## config.mk

```make
export PLATFORM = sky130hd
export DESIGN_NAME = status_display
export DESIGN_NICKNAME = d
export VERILOG_FILES = /design/src/logic/soc_pkg.sv /design/src/logic/status_display.sv
export VERILOG_INCLUDE_DIRS = /design/src /design/src/logic
export SDC_FILE = /design/constraint.sdc
export NUM_CORES = 1
export LEC_CHECK = 0
export BUFFER_PORTS_ARGS = -buffer_cell sky130_fd_sc_hd__buf_4
export CAP_MARGIN = 40
export CORE_UTILIZATION = 40
export CTS_CLUSTER_SIZE = 14
export DETAILED_ROUTE_END_ITERATION = 10
export GPL_TIMING_DRIVEN = 0
export PLACE_DENSITY = 0.82
export SKIP_LAST_GASP = 1
export SLEW_MARGIN = 20
export SYNTH_ARGS = -nofsm -noshare
export SYNTH_HDL_FRONTEND = slang
export SYNTH_SLANG_ARGS = --single-unit
```

## constraint.sdc

```tcl
create_clock -name sys_clk -period 2.7 [get_ports sys_clk]
set_input_delay 0.135 -clock sys_clk [delete_from_list [all_inputs] [get_ports sys_clk]]
set_output_delay 0.135 -clock sys_clk [all_outputs]
set_load 0.1 [all_outputs]
```

## src/logic/soc_macros.svh

```systemverilog
`ifndef SOC_MACROS_SVH
`define SOC_MACROS_SVH

// bus widths
`define SOC_ADDR_W 32
`define SOC_DATA_W 32
`define SOC_STRB_W 4

// four 256 MB windows, top address nibble
`define SOC_WIN_COUNT 4

// on-chip ram depth in words
`define SOC_RAM_WORDS 256

// status display
`define SOC_PAGE_COUNT 16
`define SOC_PATTERN_A 8'hAA
`define SOC_PATTERN_B 8'h55
`define SOC_PATTERN_C 8'hF0
`define SOC_PATTERN_D 8'h0F

`endif

```

## src/logic/soc_pkg.sv

```systemverilog
`include "soc_macros.svh"

package soc_pkg;

    // one address word, two views
    typedef union packed {
        logic [`SOC_ADDR_W-1:0] raw;      // slaves
        struct packed {
            logic [3:0]             win;  // window select
            logic [`SOC_ADDR_W-5:0] offset;
        } f;                              // interconnect
    } bus_addr_u;

    typedef enum logic [1:0] {
        RESP_OKAY   = 2'd0,
        RESP_SLVERR = 2'd2,
        RESP_DECERR = 2'd3
    } resp_e;

    // address and data of a write travel together
    typedef struct packed {
        bus_addr_u              addr;
        logic [`SOC_DATA_W-1:0] data;
        logic [`SOC_STRB_W-1:0] strb;
    } wr_req_t;

    typedef struct packed {
        resp_e resp;
    } wr_resp_t;

    typedef struct packed {
        bus_addr_u addr;
    } rd_req_t;

    typedef struct packed {
        logic [`SOC_DATA_W-1:0] data;
        resp_e                  resp;
    } rd_resp_t;

    typedef struct packed {
        logic [7:0] wr_count;
        logic [7:0] rd_count;
        logic [7:0] err_count;
    } bus_stats_t;

endpackage

```

## src/logic/status_display.sv

```systemverilog
`timescale 1ns/1ps
`include "soc_macros.svh"

module status_display import soc_pkg::*; (
    input  logic                   sys_clk,
    input  logic                   rst,
    input  logic                   btn_up,
    input  logic                   btn_down,
    input  logic [`SOC_DATA_W-1:0] led_reg,
    input  bus_stats_t             stats,
    output logic [7:0]             led8,
    output logic [3:0]             led4
);

    logic       up_q, dn_q, up_rise, dn_rise;
    logic [3:0] page, page_nxt;
    logic [7:0] bytes [`SOC_PAGE_COUNT];

    assign up_rise = btn_up && !up_q;
    assign dn_rise = btn_down && !dn_q;
    assign led4 = page;

    always_comb begin
        case ({up_rise, dn_rise})
            2'b10:   page_nxt = page + 4'd1; // wraps 15 -> 0
            2'b01:   page_nxt = page - 4'd1;
            default: page_nxt = page;        // both or neither
        endcase
    end

    always_comb begin
        for (int i = 0; i < 4; i++)
            bytes[i] = led_reg[8*i +: 8];
        bytes[4] = stats.wr_count;
        bytes[5] = stats.rd_count;
        bytes[6] = stats.err_count;
        bytes[7] = 8'h00;
        bytes[8] = `SOC_PATTERN_A;
        bytes[9] = `SOC_PATTERN_B;
        bytes[10] = `SOC_PATTERN_C;
        bytes[11] = `SOC_PATTERN_D;
        for (int i = 12; i < `SOC_PAGE_COUNT; i++)
            bytes[i] = bytes[i-4];  // patterns repeat
    end

    always_ff @(posedge sys_clk) begin
        if (rst) begin
            up_q <= 1'b0;
            dn_q <= 1'b0;
            page <= '0;
            led8 <= ~bytes[0];
        end else begin
            up_q <= btn_up;
            dn_q <= btn_down;
            page <= page_nxt;
            led8 <= ~bytes[page_nxt]; // active-low
        end
    end

endmodule

```

==> qor.yml <==
grt_pass1_wl_mm: 5.67
p_leak_nw: 0.896
rrSetupSlack_ns: 0.19
relSlewSlack_pct: 67.5
path_class: "reg -> reg"
tritoncts: "done"
antenna_found_initial: 0
drive_above_1_share_pct: 50.0
post-route-period-util_pct: 93.0
dr_wl_met3_um: 267
grt_remaining_overflow: 0
synth_seq_cells: 14
fin_setup_tns_ns: 0
setup_viol: 0
h-tree-depth: 1
die_height_um: 59.4
synth_fp_nets: 201
area_delta_synth_final_pct: 51.5
hpwl_mm: 2.89
die_x_um: 59.4
synth.avg_cell_area_um2: 9.54
min_period_ns: 2.51
drt_iter0_drc: 39
wl_met2_mm: 1.87
vias_per_cell: 5.37
clk_pin_slew_ns: 0.10
worstPathMaxFanout: 10
cts_buffers: 3
hold_path_class: "in -> reg"
synth_ff_type: "dfxtp_1"
grt_max_degree: 11
vias: 1417
finClkSkew_ns: 0.00713
synth_top_area_share_pct: 21.3
root_buffer: "clkbuf_4"
pwr_density_cell_nw_per_um2: 764
regToRegEndpoint: "led8[3]$_DFF_P_"
outcome: "complete, no violations"
synth_top_area_cell: "dfxtp_1"
numPortBuffers: 70
tightest_slew_ns: 0.486
wl_per_cell_um: 14.5
diodes: 0
rr_worst_depth: 10
slew_violations: 0
gp_congestion: 0.855
grt_pass1_vias: 1235
clk_latency_ns: 0.29
netlist_area_um2: 1320
irDropWorstVdd_uv: 542
syn_inst: 138
startpoint: "dn_q$_SDFF_PP0_"
crit_end: "led8[3]$_DFF_P_"
cts-resized-gates: 0
timing.final.ws_setup_ns: 0.188
yosysSeqAreaShare_pct: 21.3
ys_warn_count: 0
ys_async_sr_fraction_pct: 0
synth_edf_count: 0
drc: 0
hold_slack_ns: 0.0118
clock_path_buffers: 2
crit_path_end_kind: "flip-flop"
cts_sinks: 14
highest_layer: "met4"
wirelength_mm: 3.82
ant_nets: 0
worstPathRequired_ns: 2.88
nets: 284
rr_startpoint: "dn_q$_SDFF_PP0_"
critPathLaunchType: "flip-flop"
ios: 72
hold_viol_final: 0
pre_cts_slack_ns: 0.0722
drt_pre_antenna_iters: 4
ctsHoldBuffers: 0
fp-row-count: 20
grt_use_total_pct: 21.5
crit_arrival_ns: 2.69
max_freq_ghz: 0.398
rsz0062_at_grt: "false"
synth_cell_type_count: 44
maxCapViolations: 0
start_util_pct: 42.8
core_um2: 3080
dieArea_um2: 3520
m1WireLength_mm: 1.66
synth_area_leaders: "dfxtp_1 21%, mux2i_1 11%, mux2_2 6.8%, mux4_2 6.8%, nor2b_1 4.8%"
cts_setup_buffers: 0
## through the flow
step | std cells | util, % | total power (W) | instance area, µm²
finish | 264 | 64.8 | 0.00152 | 1990
global route | 264 | 64.8 | 0.00160 | 1990
CTS | 256 | 62.8 | 0.00147 | 1930
detailed placement | 252 | 61.7 | 0.00131 | 1900
global placement | 252 | 61.7 | 0.00130 | 1900
floorplan | 138 | - | 0.00107 | 1320
## how the worst min path moves through the flow
stage | start | to | slack (ns) | depth (start not counted)
final | led_reg[3] | led8[3]$_DFF_P_ | 0.01 | 2
after CTS | led_reg[3] | led8[3]$_DFF_P_ | 0.01 | 2
after global placement | led_reg[3] | led8[3]$_DFF_P_ | 0.33 | 2
after floorplan | led_reg[1] | led8[1]$_DFF_P_ | 0.23 | 1
after global routing | led_reg[3] | led8[3]$_DFF_P_ | 0.009 | 2
after detailed placement | led_reg[3] | led8[3]$_DFF_P_ | 0.33 | 2
## layer usage
layer  track usage (%)  vias up
met5                 0        -
met4              3.06        0
met3              5.90        2
met2              35.0       54
met1              29.0      670
li1                  -      691
## sequential cells by signal (all words and copies together) (netlist names)
| name | count |
|---|---|
| led4 | 4 |
| led8 | 8 |
| dn_q | 1 |
| up_q | 1 |
## placed cells by master, fill, tap and decap left out, types with 3 or more instances in the layout
cell type / Yosys / final
o22ai_1: 8 / 8
a221oi_1: 4 / 4
ha_1: 3 / 3
nand2_1: 6 / 6
nor2b_1: 10 / 10
nor2_1: 6 / 6
buf_4: 0 / 78
clkbuf_1: 3 / 3
nand3_1: 3 / 3
a211oi_1: 4 / 4
buf_6: 4 / 4
o21ai_0: 5 / 5
dfxtp_1: 14 / 13
mux2i_1: 14 / 14
nand2b_1: 3 / 3
mux2_2: 8 / 8
clkbuf_4: 0 / 3
mux4_2: 4 / 4
nor3_1: 4 / 4
## synth_stat cells, types with 3 or more instances
master,instances
nor3_1,4
ha_1,3
nand2_1,6
mux2i_1,14
buf_6,4
o22ai_1,8
mux4_2,4
a221oi_1,4
nor2_1,6
a211oi_1,4
mux2_2,8
dfxtp_1,14
nor2b_1,10
nand2b_1,3
o21ai_0,5
clkbuf_1,3
nand3_1,3
## cell families after synthesis
kind of cell / synth area share [%]
buf+inv: 5.61
compound gates: 19.6
xor+xnor: 5.89
fa+ha+maj: 2.85
simple gates: 17.7
flops: 21.3
mux: 27.1
## critical path, stage by stage, from the launching register on
cell and delay [ns]:
dfxtp_1 0.31, nor2b_1 0.19, ha_1 0.29, xor2_1 0.17, ha_1 0.28, mux2i_4 0.27
buf_2 0.27, mux2_2 0.35, nand2_1 0.06, a21oi_1 0.05, a2bb2oi_1 0.14
## power by group
group | switching (W) | total, W | internal, W
Sequential | 0.0000252 | 0.000278 | 0.000253
Clock | 0.0000778 | 0.000160 | 0.0000821
Combinational | 0.000658 | 0.00108 | 0.000427
Total | 0.000761 | 0.00152 | 0.000762
## final cells by class
class	instances	area, µm²
Fill cell	297	1080
Multi-Input combinational cell	113	962
Sequential cell	14	282
Clock buffer	4	36.3
Inverter	2	7.51
Timing Repair Buffer	78	586
Tap cell	44	55.1
Buffer	9	66.3
No activity file was read; power rests on OpenSTA's default activity.
