`src/logic/soc_macros.svh`:
```
`ifndef SOC_MACROS_SVH
`define SOC_MACROS_SVH

// bus widths
`define SOC_ADDR_W 32
`define SOC_DATA_W 32
`define SOC_STRB_W 4

// four 256 MB windows, top address nibble
`define SOC_WIN_COUNT 4

// on-chip ram depth in words
`define SOC_RAM_WORDS 256

// status display
`define SOC_PAGE_COUNT 16
`define SOC_PATTERN_A 8'hAA
`define SOC_PATTERN_B 8'h55
`define SOC_PATTERN_C 8'hF0
`define SOC_PATTERN_D 8'h0F

`endif

```
`src/logic/soc_pkg.sv`:
```
`include "soc_macros.svh"

package soc_pkg;

    // one address word, two views
    typedef union packed {
        logic [`SOC_ADDR_W-1:0] raw;      // slaves
        struct packed {
            logic [3:0]             win;  // window select
            logic [`SOC_ADDR_W-5:0] offset;
        } f;                              // interconnect
    } bus_addr_u;

    typedef enum logic [1:0] {
        RESP_OKAY   = 2'd0,
        RESP_SLVERR = 2'd2,
        RESP_DECERR = 2'd3
    } resp_e;

    // address and data of a write travel together
    typedef struct packed {
        bus_addr_u              addr;
        logic [`SOC_DATA_W-1:0] data;
        logic [`SOC_STRB_W-1:0] strb;
    } wr_req_t;

    typedef struct packed {
        resp_e resp;
    } wr_resp_t;

    typedef struct packed {
        bus_addr_u addr;
    } rd_req_t;

    typedef struct packed {
        logic [`SOC_DATA_W-1:0] data;
        resp_e                  resp;
    } rd_resp_t;

    typedef struct packed {
        logic [7:0] wr_count;
        logic [7:0] rd_count;
        logic [7:0] err_count;
    } bus_stats_t;

endpackage

```
`src/logic/bus_interconnect.sv`:
```
`timescale 1ns/1ps
`include "soc_macros.svh"

module bus_interconnect import soc_pkg::*; (
    input  logic                      sys_clk,
    input  logic                      rst,
    input  wr_req_t                   wr_req,
    input  logic                      wr_req_valid,
    output logic                      wr_req_ready,
    output wr_resp_t                  wr_resp,
    output logic                      wr_resp_valid,
    input  logic                      wr_resp_ready,
    input  rd_req_t                   rd_req,
    input  logic                      rd_req_valid,
    output logic                      rd_req_ready,
    output rd_resp_t                  rd_resp,
    output logic                      rd_resp_valid,
    input  logic                      rd_resp_ready,
    output wr_req_t                   s_wr_req [`SOC_WIN_COUNT],
    output logic [`SOC_WIN_COUNT-1:0] s_wr_req_valid,
    input  logic [`SOC_WIN_COUNT-1:0] s_wr_req_ready,
    input  wr_resp_t                  s_wr_resp [`SOC_WIN_COUNT],
    input  logic [`SOC_WIN_COUNT-1:0] s_wr_resp_valid,
    output logic [`SOC_WIN_COUNT-1:0] s_wr_resp_ready,
    output rd_req_t                   s_rd_req [`SOC_WIN_COUNT],
    output logic [`SOC_WIN_COUNT-1:0] s_rd_req_valid,
    input  logic [`SOC_WIN_COUNT-1:0] s_rd_req_ready,
    input  rd_resp_t                  s_rd_resp [`SOC_WIN_COUNT],
    input  logic [`SOC_WIN_COUNT-1:0] s_rd_resp_valid,
    output logic [`SOC_WIN_COUNT-1:0] s_rd_resp_ready,
    output bus_stats_t                stats
);

    localparam int SEL_W = $clog2(`SOC_WIN_COUNT);

    logic             wr_busy, wr_fwd, wr_dec, wr_take, wr_done, wr_hit;
    logic             rd_busy, rd_fwd, rd_dec, rd_take, rd_done, rd_hit;
    logic [SEL_W-1:0] wr_sel, rd_sel;
    wr_req_t          wr_q;
    rd_req_t          rd_q;

    assign wr_req_ready = !wr_busy; // one write in flight
    assign rd_req_ready = !rd_busy;
    assign wr_take = wr_req_valid && wr_req_ready;
    assign rd_take = rd_req_valid && rd_req_ready;
    assign wr_done = wr_resp_valid && wr_resp_ready;
    assign rd_done = rd_resp_valid && rd_resp_ready;
    assign wr_hit = wr_req.addr.f.win < `SOC_WIN_COUNT;
    assign rd_hit = rd_req.addr.f.win < `SOC_WIN_COUNT;

    always_ff @(posedge sys_clk) begin
        if (rst) begin
            wr_busy <= 1'b0;
            wr_fwd  <= 1'b0;
            wr_dec  <= 1'b0;
            wr_sel  <= '0;
        end else if (wr_take) begin
            wr_busy <= 1'b1;
            wr_fwd  <= wr_hit;
            wr_dec  <= !wr_hit; // answered here, no slave
            wr_sel  <= wr_req.addr.f.win[SEL_W-1:0];
        end else begin
            if (wr_fwd && s_wr_req_ready[wr_sel])
                wr_fwd <= 1'b0;
            if (wr_done) begin
                wr_busy <= 1'b0;
                wr_dec  <= 1'b0;
            end
        end
    end

    always_ff @(posedge sys_clk) begin
        if (rst) begin
            rd_busy <= 1'b0;
            rd_fwd  <= 1'b0;
            rd_dec  <= 1'b0;
            rd_sel  <= '0;
        end else if (rd_take) begin
            rd_busy <= 1'b1;
            rd_fwd  <= rd_hit;
            rd_dec  <= !rd_hit;
            rd_sel  <= rd_req.addr.f.win[SEL_W-1:0];
        end else begin
            if (rd_fwd && s_rd_req_ready[rd_sel])
                rd_fwd <= 1'b0;
            if (rd_done) begin
                rd_busy <= 1'b0;
                rd_dec  <= 1'b0;
            end
        end
    end

    always_ff @(posedge sys_clk) begin
        if (wr_take)
            wr_q <= wr_req;
        if (rd_take)
            rd_q <= rd_req;
    end

    // shared payload, per-slave valid; responses muxed by held window
    always_comb begin
        for (int i = 0; i < `SOC_WIN_COUNT; i++) begin
            s_wr_req[i] = wr_q;
            s_rd_req[i] = rd_q;
        end
        s_wr_req_valid = '0;
        s_rd_req_valid = '0;
        s_wr_resp_ready = '0;
        s_rd_resp_ready = '0;
        s_wr_req_valid[wr_sel] = wr_fwd;
        s_rd_req_valid[rd_sel] = rd_fwd;
        s_wr_resp_ready[wr_sel] = wr_busy && !wr_dec && wr_resp_ready;
        s_rd_resp_ready[rd_sel] = rd_busy && !rd_dec && rd_resp_ready;
        if (wr_dec) begin
            wr_resp.resp = RESP_DECERR;
            wr_resp_valid = 1'b1;
        end else begin
            wr_resp = s_wr_resp[wr_sel];
            wr_resp_valid = wr_busy && s_wr_resp_valid[wr_sel];
        end
        if (rd_dec) begin
            rd_resp = '{data: '0, resp: RESP_DECERR};
            rd_resp_valid = 1'b1;
        end else begin
            rd_resp = s_rd_resp[rd_sel];
            rd_resp_valid = rd_busy && s_rd_resp_valid[rd_sel];
        end
    end

    // counters wrap at 8 bits
    always_ff @(posedge sys_clk) begin
        if (rst) begin
            stats <= '0;
        end else begin
            if (wr_done)
                stats.wr_count <= stats.wr_count + 8'd1;
            if (rd_done)
                stats.rd_count <= stats.rd_count + 8'd1;
            stats.err_count <= stats.err_count
                + 8'(wr_done && wr_resp.resp != RESP_OKAY)
                + 8'(rd_done && rd_resp.resp != RESP_OKAY);
        end
    end

endmodule

```
`config.mk`:
```
export PLATFORM = sky130hd
export DESIGN_NAME = bus_interconnect
export DESIGN_NICKNAME = d
export VERILOG_FILES = /design/src/logic/soc_pkg.sv /design/src/logic/bus_interconnect.sv
export VERILOG_INCLUDE_DIRS = /design/src /design/src/logic
export SDC_FILE = /design/constraint.sdc
export NUM_CORES = 1
export LEC_CHECK = 0
export ABC_AREA = 1
export BUFFER_PORTS_ARGS = -buffer_cell sky130_fd_sc_hd__buf_2
export CORE_AREA = 5 5 288 290
export DETAILED_ROUTE_END_ITERATION = 10
export DIE_AREA = 0 0 293 295
export SLEW_MARGIN = 10
export SYNTH_ARGS = -nofsm -noshare
export SYNTH_HDL_FRONTEND = slang
export SYNTH_SLANG_ARGS = --single-unit
export TNS_END_PERCENT = 1
```
`constraint.sdc`:
```
create_clock -name sys_clk -period 3.3 [get_ports sys_clk]
set_clock_uncertainty 0.15 [all_clocks]
set_input_delay 0.66 -clock sys_clk [delete_from_list [all_inputs] [get_ports sys_clk]]
set_output_delay 0.66 -clock sys_clk [all_outputs]
set_load 0.03 [all_outputs]
```
==> summary.txt <==
status -> completed
PortBufs -> 745
fraction of registers with async set/reset -> 0%
via count -> 7808
net switching fraction of the power -> 41.2%
worst setup path category -> reg -> out
Post-Syn Area per Cell -> 9.66 µm²
sequential area share after synthesis -> 45.0%
relative slew slack -> 62.5%
Comb power frac -> 29.6%
clock sinks -> 134
Post-Syn Area -> 0.00818 mm²
hpwl dp -> 37400 µm
RD Place Congestion -> 0.878
multi-input combinational cell area -> 0.00193 mm²
Max Cap Viol -> 0
Resized Gates After CTS -> 0
Fill cells -> 9172
peak supply drop -> 0.339 mV
Hold Crit Start -> rd_req[5]
Crit. End Element -> output port
end of the worst register-to-register path -> stats[7]
Setup TNS -> 0 ps
Tmin final -> 3070 ps
drt via density -> 3.29
register area -> 0.00369 mm²
synth unique cells -> 26
sequential power share -> 35.5%
Die Width -> 293 µm
CP max stage delay -> 380 ps
CTS tree -> done
#FFs+latches synth -> 134
hold_buf cts -> 0
postcts setup bufs -> 0
CP max FO -> 18
Post-DRT Antenna Nets -> 0
global-route wire length before repair -> 55400 µm
post-synth top area cell -> edfxtp_1
FF-to-FF path depth -> 11
Clock Latency Late Sink -> 470 ps
Reg2Reg Setup Slack -> 620 ps
Clock power frac -> 34.9%
Post-Synthesis Cells -> 847
Reg clk slew, reported paths -> 80 ps
dominant synthesized flop cell -> edfxtp_1
DRT Wirelength -> 43700 µm
Static Leak -> 5.29 nW
initial antenna violation count -> 14
startpoint types -> flip-flop
# nets final -> 1567
Pint -> 3.48 mW
area grow syn2layout -> 40.8%
via count of the first global-routing pass -> 7236
number of CTS-inserted buffers -> 17
count leader, synth -> buf_4
wire per inst -> 18.4 µm
slowest CP cell -> dfxtp_2
Syn Nets -> 1117
final slew viol count -> 0
RR Startpoint -> rd_sel[1]
Synth area leaders -> edfxtp_1, buf_4, dfxtp_1, nand2_1, a22oi_1
synth cell count leaders -> buf_4, nand2_1, edfxtp_1, nand3_1, nor2_1
Hold Crit Endpoint -> rd_q[5]
layout cells sized above 1 -> 63.6%
DR pass1 iterations -> 5
number of flops mapped to enable cells by yosys -> 100
Final Hold Fails -> 0
Peak Freq -> 0.326 GHz
gr usage total -> 9.26%
Die ar. -> 0.0864 mm²
Hold Path Class -> in -> reg
Worst Hold Depth -> 1
CP Cell Sequence -> inv_2 > nand2_1 > inv_2 > buf_4 > nand2_1 > a31oi_1 > buf_2
I/O Pins -> 746
Ys Warns -> 0
Clock Path Buffers -> 2
RSZ-0062 raised after global routing -> no
sw power -> 2.44 mW
Slew @ Worst Pin -> 562 ps
Die Y -> 295 µm
CTS H-tree lvls -> 4
Critical Path AT -> 2260 ps
pin count of the biggest net entering global routing -> 38
FP Rows -> 104
Residual DRC -> 0
top-area cell type share of the netlist area -> 36.7%
PD cells -> 514 mW/mm²
Setup WS pre-CTS -> 549 ps
count of final setup violators -> 0
Initial Util -> 10.2%
Core ar. -> 0.0800 mm²
initial DRC count -> 518
fin crit share -> 92.9%
setup ws final -> 235 ps
Critical Path RT -> 2490 ps
gr ovfl total -> 0
CTS Root Cell -> clkbuf_16
[routing by layer]
| metal | wire length [µm] | global-route usage [%] | vias up |
|---|---|---|---|
| met3 | 4780 | 3.91 | 57 |
| li1 | - | - | 3473 |
| met4 | 1010 | 3.16 | 6 |
| met1 | 16300 | 10.5 | 3701 |
| met2 | 21600 | 15.7 | 571 |
| met5 | 45 | 0 | - |
[final cells by class]
cell class	instances	area share [%]
Timing Repair Buffer	759	33.4
Sequential cell	134	32.0
Multi-Input combinational cell	353	16.7
Tap cell	1060	11.5
Clock buffer	17	3.69
Clock inverter	15	1.55
Inverter	32	1.06
Antenna cell	4	0.0869
[registers in the layout, indices dropped and copies added, names as in the netlist, 2 cells and up]
name	count
s_wr_req	68
rd_q	32
stats	24
rd_sel	2
wr_sel	2
[kinds of logic after synthesis]
logic type	synth area share, %
buffers and inverters	31.5
xor gates and xnor gates	0.856
AOI/OAI and AO/OA	8.81
adders and majority gates	0.703
and+or+nand+nor	13.2
DFF	45.0
[worst max-delay path, delay by kind of cell, from the launching register on]
kind / cells / cell delay [ps]
AND/OR/NAND/NOR: 2 / 180
AO/OA/AOI/OAI: 1 / 230
flip-flops: 1 / 380
buffers and inverters: 4 / 960
[layout by cell type (no fill, tap or decap), types with 3 or more instances in the layout]
master	synthesis	routed
inv_6	0	4
edfxtp_1	100	100
buf_4	303	13
nand2_1	118	118
inv_8	0	5
buf_2	9	745
a21oi_2	14	14
diode_2	0	4
nor2_1	38	38
ha_1	3	3
dfxtp_1	34	32
nand3_2	15	15
o21ai_0	10	10
nand3_1	42	42
nand2_2	4	4
inv_1	28	26
xor2_1	8	8
nand4_1	7	7
nand3b_1	4	4
a22oi_1	33	33
a31oi_1	32	32
clkbuf_16	0	17
inv_2	3	4
a21oi_1	20	20
[worst max path at each step]
| stage | startpoint | endpoint | depth (start not counted) |
|---|---|---|---|
| after floorplan | wr_req_valid | wr_fwd | 5 |
| after global placement | s_rd_resp_valid[3] | stats[7] | 15 |
| after detailed placement | s_rd_resp_valid[3] | stats[7] | 15 |
| after CTS | rd_sel[0] | rd_resp[25] | 6 |
| after global routing | rd_sel[0] | rd_resp[6] | 7 |
| final | rd_sel[0] | rd_resp[13] | 7 |
[power groups by stage]
stage          Clock (mW)  Sequential, mW  Combinational (mW)
2_1_floorplan           0            2.21                1.24
3_3_place_gp            0            2.15                1.76
3_5_place_dp            0            2.15                1.76
4_1_cts              2.18            2.11                1.76
5_1_grt              2.23            2.12                1.84
6_report             2.07            2.10                1.75
[metrics by stage]
| stage | util, % | power [mW] | hold slack (ps) | cell area (µm²) | std cells |
|---|---|---|---|---|---|
| after global placement | 13.6 | 3.91 | 332 | 10900 | 2338 |
| final | 14.4 | 5.92 | 211 | 11500 | 2374 |
| after CTS | 14.4 | 6.05 | 150 | 11500 | 2370 |
| after detailed placement | 13.6 | 3.91 | 334 | 10900 | 2338 |
| after global routing | 14.4 | 6.18 | 163 | 11500 | 2370 |
| after floorplan | - | 3.45 | 318 | 8180 | 847 |
Note: power is estimated with default switching activity, not from simulation.
