$ cat config.mk
export PLATFORM = sky130hd
export DESIGN_NAME = led_reg_slave
export DESIGN_NICKNAME = d
export VERILOG_FILES = /design/src/logic/soc_pkg.sv /design/src/logic/led_reg_slave.sv
export VERILOG_INCLUDE_DIRS = /design/src /design/src/logic
export SDC_FILE = /design/constraint.sdc
export NUM_CORES = 1
export LEC_CHECK = 0
export ABC_CLOCK_PERIOD_IN_PS = 2100
export BUFFER_PORTS_ARGS = -buffer_cell sky130_fd_sc_hd__buf_2
export CORE_MARGIN = 8
export CORE_UTILIZATION = 37
export CTS_CLUSTER_SIZE = 12
export DETAILED_ROUTE_END_ITERATION = 10
export PLACE_DENSITY = 0.79
export SLEW_MARGIN = 20
export SYNTH_ARGS = -nofsm -noshare
export SYNTH_HDL_FRONTEND = slang
export SYNTH_SLANG_ARGS = --single-unit
$ cat constraint.sdc
create_clock -name sys_clk -period 2.1 [get_ports sys_clk]
set_input_delay 0.105 -clock sys_clk [delete_from_list [all_inputs] [get_ports sys_clk]]
set_output_delay 0.105 -clock sys_clk [all_outputs]
set_load 0.01 [all_outputs]
$ cat src/logic/soc_macros.svh
`ifndef SOC_MACROS_SVH
`define SOC_MACROS_SVH

// bus widths
`define SOC_ADDR_W 32
`define SOC_DATA_W 32
`define SOC_STRB_W 4

// four 256 MB windows, top address nibble
`define SOC_WIN_COUNT 4

// on-chip ram depth in words
`define SOC_RAM_WORDS 256

// status display
`define SOC_PAGE_COUNT 16
`define SOC_PATTERN_A 8'hAA
`define SOC_PATTERN_B 8'h55
`define SOC_PATTERN_C 8'hF0
`define SOC_PATTERN_D 8'h0F

`endif

$ cat src/logic/soc_pkg.sv
`include "soc_macros.svh"

package soc_pkg;

    // one address word, two views
    typedef union packed {
        logic [`SOC_ADDR_W-1:0] raw;      // slaves
        struct packed {
            logic [3:0]             win;  // window select
            logic [`SOC_ADDR_W-5:0] offset;
        } f;                              // interconnect
    } bus_addr_u;

    typedef enum logic [1:0] {
        RESP_OKAY   = 2'd0,
        RESP_SLVERR = 2'd2,
        RESP_DECERR = 2'd3
    } resp_e;

    // address and data of a write travel together
    typedef struct packed {
        bus_addr_u              addr;
        logic [`SOC_DATA_W-1:0] data;
        logic [`SOC_STRB_W-1:0] strb;
    } wr_req_t;

    typedef struct packed {
        resp_e resp;
    } wr_resp_t;

    typedef struct packed {
        bus_addr_u addr;
    } rd_req_t;

    typedef struct packed {
        logic [`SOC_DATA_W-1:0] data;
        resp_e                  resp;
    } rd_resp_t;

    typedef struct packed {
        logic [7:0] wr_count;
        logic [7:0] rd_count;
        logic [7:0] err_count;
    } bus_stats_t;

endpackage

$ cat src/logic/led_reg_slave.sv
`timescale 1ns/1ps
`include "soc_macros.svh"

module led_reg_slave import soc_pkg::*; (
    input  logic                   sys_clk,
    input  logic                   rst,
    input  wr_req_t                wr_req,
    input  logic                   wr_req_valid,
    output logic                   wr_req_ready,
    output wr_resp_t               wr_resp,
    output logic                   wr_resp_valid,
    input  logic                   wr_resp_ready,
    input  rd_req_t                rd_req,
    input  logic                   rd_req_valid,
    output logic                   rd_req_ready,
    output rd_resp_t               rd_resp,
    output logic                   rd_resp_valid,
    input  logic                   rd_resp_ready,
    output logic [`SOC_DATA_W-1:0] led_reg
);

    logic wr_take, rd_take;

    assign wr_req_ready = !wr_resp_valid;
    assign rd_req_ready = !rd_resp_valid;
    assign wr_take = wr_req_valid && wr_req_ready;
    assign rd_take = rd_req_valid && rd_req_ready;
    assign wr_resp.resp = RESP_OKAY;

    // single register, whole window decodes to it
    always_ff @(posedge sys_clk) begin
        if (rst) begin
            led_reg <= '0;
            wr_resp_valid <= 1'b0;
            rd_resp_valid <= 1'b0;
        end else begin
            if (wr_take) begin
                for (int b = 0; b < `SOC_STRB_W; b++) begin
                    if (wr_req.strb[b])
                        led_reg[8*b +: 8] <= wr_req.data[8*b +: 8];
                end
                wr_resp_valid <= 1'b1;
            end else if (wr_resp_ready) begin
                wr_resp_valid <= 1'b0;
            end
            if (rd_take)
                rd_resp_valid <= 1'b1;
            else if (rd_resp_ready)
                rd_resp_valid <= 1'b0;
        end
    end

    // rd_req address not decoded
    always_ff @(posedge sys_clk) begin
        if (rd_take)
            rd_resp <= '{data: led_reg, resp: RESP_OKAY};
    end

endmodule

==> impl_metrics.py, run 1 <==
metrics = {
    "finish": {
        "diodes": 0,
        "drive_gt1_frac": 0.410,
        "syn2layout_area_growth_pct": 31.8,
        "nets": 406,
        "final_cells": 385,
        "fill_cells": 601,
    },
    "die": {
        "placeableCoreArea_um2": 6720,
        "io_pins": 178,
        "die_w_um": 98.9,
        "start_util": 0.378,
        "die_h_um": 98.9,
        "die_area_um2": 9770,
        "rows": 30,
    },
    "setup_path": {
        "cp-start-kind": "register",
        "end_kind": "register",
        "r2r_setup_slack_ps": 800,
        "cp.arrival_ps": 1560,
        "r2r_start": "wr_resp_valid",
        "path_max_fanout": 8,
        "path_class": "register to register",
        "crit_required_ps": 2360,
        "r2r_cells": 2,
        "r2r_end": "led_reg[20]",
    },
    "clocking": {
        "cts_hold_buf": 2,
        "cts_max_level": 3,
        "cts_resized": 0,
        "ctsLongestPathBuffers": 2,
        "cts_root_buf": "clkbuf_8",
        "clk_latency_ps": 340,
        "cts_setup_buffers": 0,
        "cts_tree": "built",
        "clk_pin_slew_worst_paths_ps": 70,
        "cts.sinks": 66,
        "numCtsBuffers": 9,
    },
    "detailed_routing": {
        "drtIter0Drc": 63,
        "wire_per_inst_um": 14.8,
        "drc": 0,
        "antenna_left": 0,
        "vias": 1695,
        "drt_first_pass_iters": 4,
        "viasPerCell": 4.40,
        "wirelength_um": 5700,
    },
    "worst_hold_path": {
        "min-delay-start": "wr_req[34]",
        "whs_path_depth": 3,
        "hold_path.class": "input pin to register",
        "min_to": "led_reg[30]",
    },
    "logic_synthesis": {
        "synthCells": 189,
        "synth_flop_cell": "dfxtp_1",
        "syn_area_um2": 2540,
        "synth.avg_cell_area_um2": 13.4,
        "yosys-top-cells-area": "edfxtp_1, dfxtp_1, nand2b_1",
        "yosysTopAreaCellShare": 0.378,
        "synth.distinct_cells": 14,
        "yosysTopAreaCell": "edfxtp_1",
        "synthArstFlopShare": 0,
        "synth_edf_count": 32,
        "ys_ff_latch": 66,
        "yosysWarningCount": 0,
        "synth.most_common_cell": "nand2b_1",
        "synthTopCellsByCount": "nand2b_1, dfxtp_1, edfxtp_1, mux2i_1, clkbuf_1",
        "synth_seq_area_share": 0.646,
    },
    "timing": {
        "fmax_mhz": 771,
        "fin_crit_ps": 1300,
        "worst_slack_ps": 804,
        "relSlewSlack": 0.457,
        "rsz0062_at_grt": "no",
        "setup_viol": 0,
        "finalHoldViolations": 0,
        "skew_ps": 9.41,
        "drv_slew": 0,
        "tightestPinTransition_ps": 814,
        "fin_tns_setup_ps": 0,
        "fin_crit_sh": 0.617,
    },
    "outcome": {
        "outcome": "complete, no violations",
    },
    "power_and_ir_drop": {
        "switching_share": 0.227,
        "switching_power_w": 0.000662,
        "irDropWorstVdd_v": 0.000351,
        "p_seq_frac": 0.502,
        "p_leak_nw": 1.49,
        "combPwrFrac": 0.100,
        "p_int_w": 0.00226,
        "p_clk_frac": 0.398,
        "powerDensity_nw_per_um2": 873,
    },
    "place": {
        "dpl_worst_slack_ps": 798,
        "place_hpwl_um": 3970,
        "portBuffers": 109,
        "place.gp.congestion": 0.678,
        "dp.cells": 367,
    },
    "global_route": {
        "grt_max_degree": 67,
        "grt_pass1_wl_um": 8800,
        "grt_use_total": 0.118,
        "gr-total-overflow": 0,
        "antenna_found_initial": 0,
        "grt_pass1_vias": 1683,
    },
    "run": {
        "maxCapViolations": 0,
    },
}
[area by class of cell]
| type | instances | area [um2] | area share |
|---|---|---|---|
| well taps | 80 | 100 | 0.0299 |
| multi-input cells | 109 | 807 | 0.241 |
| flip-flops and latches | 66 | 1640 | 0.490 |
| repair buffers | 112 | 573 | 0.171 |
| clock inverters | 6 | 80.1 | 0.0239 |
| inverters | 2 | 7.51 | 0.00224 |
| clock buffers | 10 | 138 | 0.0411 |
[layout by cell type (no fill, tap or decap)]
cell	synthesis	final
inv_1	2	2
clkinv_1	0	2
edfxtp_1	32	32
clkinv_2	0	1
mux2i_1	32	32
clkbuf_8	0	10
and3b_1	4	4
nor2_1	2	2
buf_2	1	109
dfxtp_1	34	34
a211oi_1	2	2
bufinv_16	0	2
nor2b_4	0	1
buf_4	4	1
clkinvlp_4	0	1
nand2b_1	64	64
dlygate4sd3_1	0	2
conb_1	1	4
[metal layers]
layer | vias up | share of wire | track usage
li1 | 850 | - | -
met2 | 61 | 0.50 | 0.194
met4 | 0 | 0.018 | 0.0590
met1 | 775 | 0.39 | 0.121
met5 | - | 0 | 0
met3 | 9 | 0.088 | 0.0620
[worst max-delay path by stage]
stage | start | to | slack [ps] | depth (start not counted)
floorplan | rd_resp_valid | rd_resp[10] | 460 | 1
global placement | wr_resp_valid | led_reg[18] | 810 | 2
detailed placement | wr_resp_valid | led_reg[18] | 800 | 2
CTS | wr_resp_valid | led_reg[20] | 770 | 2
global route | wr_resp_valid | led_reg[18] | 690 | 2
finish | wr_resp_valid | led_reg[20] | 800 | 2
[metrics by stage]
step                total power [W]  instance area [um2]  hold slack (ps)  utilization
finish                      0.00292                 3350             19.6        0.498
CTS                         0.00296                 3350             2.54        0.498
detailed placement          0.00179                 3110              292        0.463
floorplan                   0.00166                 2550              204            -
global placement            0.00178                 3110              290        0.463
global route                0.00306                 3350            0.686        0.498
[worst max-delay path, cell delays in order, from the launching register on]
cell and delay, ps:
dfxtp_1 360, and3b_1 620, mux2i_1 240
[power groups by stage]
stage | registers [W] | logic (W) | clock network (W)
final | 0.00147 | 0.000292 | 0.00116
after global routing | 0.00147 | 0.000320 | 0.00127
after CTS | 0.00147 | 0.000299 | 0.00120
after detailed placement | 0.00149 | 0.000295 | 0
after global placement | 0.00149 | 0.000292 | 0
after floorplan | 0.00153 | 0.000128 | 0
[kinds of logic after synthesis]
group,Yosys count,synth area share
simple gates,71,0.177
flops,66,0.646
mux,32,0.126
buf+inv,17,0.0433
compound gates,2,0.00591
other cells,1,0.00148
Power figures use the tool's default switching activity.
==> inputs of run 2 (changes only) <==
Settings changed: ABC_CLOCK_PERIOD_IN_PS 2100 to 1100.
Clock period 2.1 ns to 1.1 ns, I/O delays scaled along.
==> impl_metrics.py, run 2 (synthesis gave the netlist of run 1 again) <==
metrics = {
    "global_route": {
        "grt_max_degree": 67,
        "grt_use_total": 0.130,
        "grt_pass1_vias": 2035,
        "grt_pass1_wl_um": 10100,
        "antenna_found_initial": 0,
        "gr-total-overflow": 0,
    },
    "power_and_ir_drop": {
        "powerDensity_nw_per_um2": 1500,
        "power_w": 0.00574,
        "p_leak_nw": 1.69,
        "irDropWorstVdd_v": 0.000842,
    },
    "setup_path": {
        "crit_required_ps": 1340,
        "cp-start-kind": "register",
        "r2r_cells": 3,
        "critPathBufInv": 1,
        "r2r_start": "wr_resp_valid",
        "path_max_fanout": 8,
        "r2r_end": "led_reg[9]",
        "slowest_delay_ps": 330,
        "end_kind": "register",
        "slowest_stage": "dfxtp_2",
        "r2r_setup_slack_ps": 70,
        "cp.arrival_ps": 1270,
        "crit_family": "flip-flops",
        "path_class": "register to register",
        "crit_chain": "and3b_1, buf_4, mux2i_1",
    },
    "timing": {
        "fin_crit_ps": 1030,
        "fin_crit_sh": 0.934,
        "finalHoldViolations": 0,
        "fmax_mhz": 973,
        "setup_viol": 0,
        "fin_hold_ws_ps": 24.4,
        "rsz0062_at_grt": "no",
        "skew_ps": 9.08,
        "drv_slew": 0,
    },
    "die": {
        "start_util": 0.378,
        "die_w_um": 98.9,
        "placeableCoreArea_um2": 6720,
        "die_h_um": 98.9,
        "die_area_um2": 9770,
        "rows": 30,
        "io_pins": 178,
    },
    "place": {
        "place_hpwl_um": 4330,
        "portBuffers": 109,
        "dp.cells": 375,
        "place_area_um2": 3250,
        "place.gp.congestion": 0.776,
    },
    "clocking": {
        "cts.sinks": 66,
        "clk_pin_slew_worst_paths_ps": 70,
        "cts_max_level": 3,
        "ctsLongestPathBuffers": 2,
        "cts_tree": "built",
        "numCtsBuffers": 9,
        "cts_setup_buffers": 0,
        "cts_root_buf": "clkbuf_8",
        "clk_latency_ps": 330,
    },
    "finish": {
        "fin_area_um2": 3820,
        "drive_gt1_frac": 0.396,
        "final_common_cell": "buf_2",
        "final_cells": 426,
        "final_cell_mix": "buf_2, nand2b_1, dlygate4sd3_1",
        "nets": 447,
        "syn2layout_area_growth_pct": 50.3,
        "diodes": 0,
    },
    "worst_hold_path": {
        "whs_path_depth": 3,
        "hold_path.class": "input pin to register",
        "min-delay-start": "wr_req_valid",
        "min_to": "wr_resp_valid",
    },
    "detailed_routing": {
        "viasPerCell": 4.46,
        "drc": 0,
        "wirelength_um": 6430,
        "drt_first_pass_iters": 4,
        "antenna_left": 0,
        "vias": 1900,
        "drtIter0Drc": 51,
        "wire_per_inst_um": 15.1,
    },
    "run": {
        "maxCapViolations": 0,
    },
    "outcome": {
        "outcome": "complete, no violations",
    },
}
## run 2: report_power, final
part	switching, W	total, W	leakage (nW)	internal, W
Sequential	0.0000678	0.00280	0.596	0.00273
Clock	0.000884	0.00222	0.109	0.00133
Combinational	0.000331	0.000725	0.984	0.000394
Total	0.00128	0.00574	1.69	0.00446
## run 2: cell type report
type | instances | area [um2]
clock buffer | 11 | 141
clock inverter | 5 | 77.6
fill | 551 | 2900
inverter | 2 | 7.51
multi-input combinational | 109 | 808
sequential | 66 | 1640
tap | 80 | 100
timing repair buffer | 153 | 1040
## run 2: how the worst max path moves through the flow
stage,start,end,cells after the start
4_1_cts,wr_resp_valid,wr_req_ready,3
6_report,wr_resp_valid,led_reg[9],3
3_3_place_gp,wr_resp_valid,led_reg[16],3
2_1_floorplan,rd_resp_valid,rd_resp[10],1
3_5_place_dp,wr_resp_valid,led_reg[20],3
5_1_grt,wr_resp_valid,wr_req_ready,3
## run 2: metal layers
metal | GRT usage | share of wire | vias to the layer above
met4 | 0.0697 | 0.023 | 0
met3 | 0.0564 | 0.083 | 15
met2 | 0.230 | 0.52 | 71
met5 | 0 | 0 | -
met1 | 0.126 | 0.38 | 883
li1 | - | - | 931
## run 2: timing repair
item                                   in CTS  in global routing
resized for setup                           0                  2
setup endpoints to repair                   0                  3
hold buffers                               35                  0
endpoints found under the hold margin      34                  0
## run 2: per-stage QoR
stage	worst slack [ps]	util	TNS [ps]
2_1_floorplan	-159	-	-5080
3_3_place_gp	96.2	0.483	0
3_5_place_dp	62.3	0.483	0
4_1_cts	23.5	0.568	0
5_1_grt	19.8	0.568	0
6_report	72.4	0.568	0
## run 2: worst reg2reg max path, delay by kind of cell (launching register included)
family	cells	cell delay, ps
buffers and inverters	1	190
flip-flops	1	330
multiplexers	1	220
AND/OR/NAND/NOR	1	200
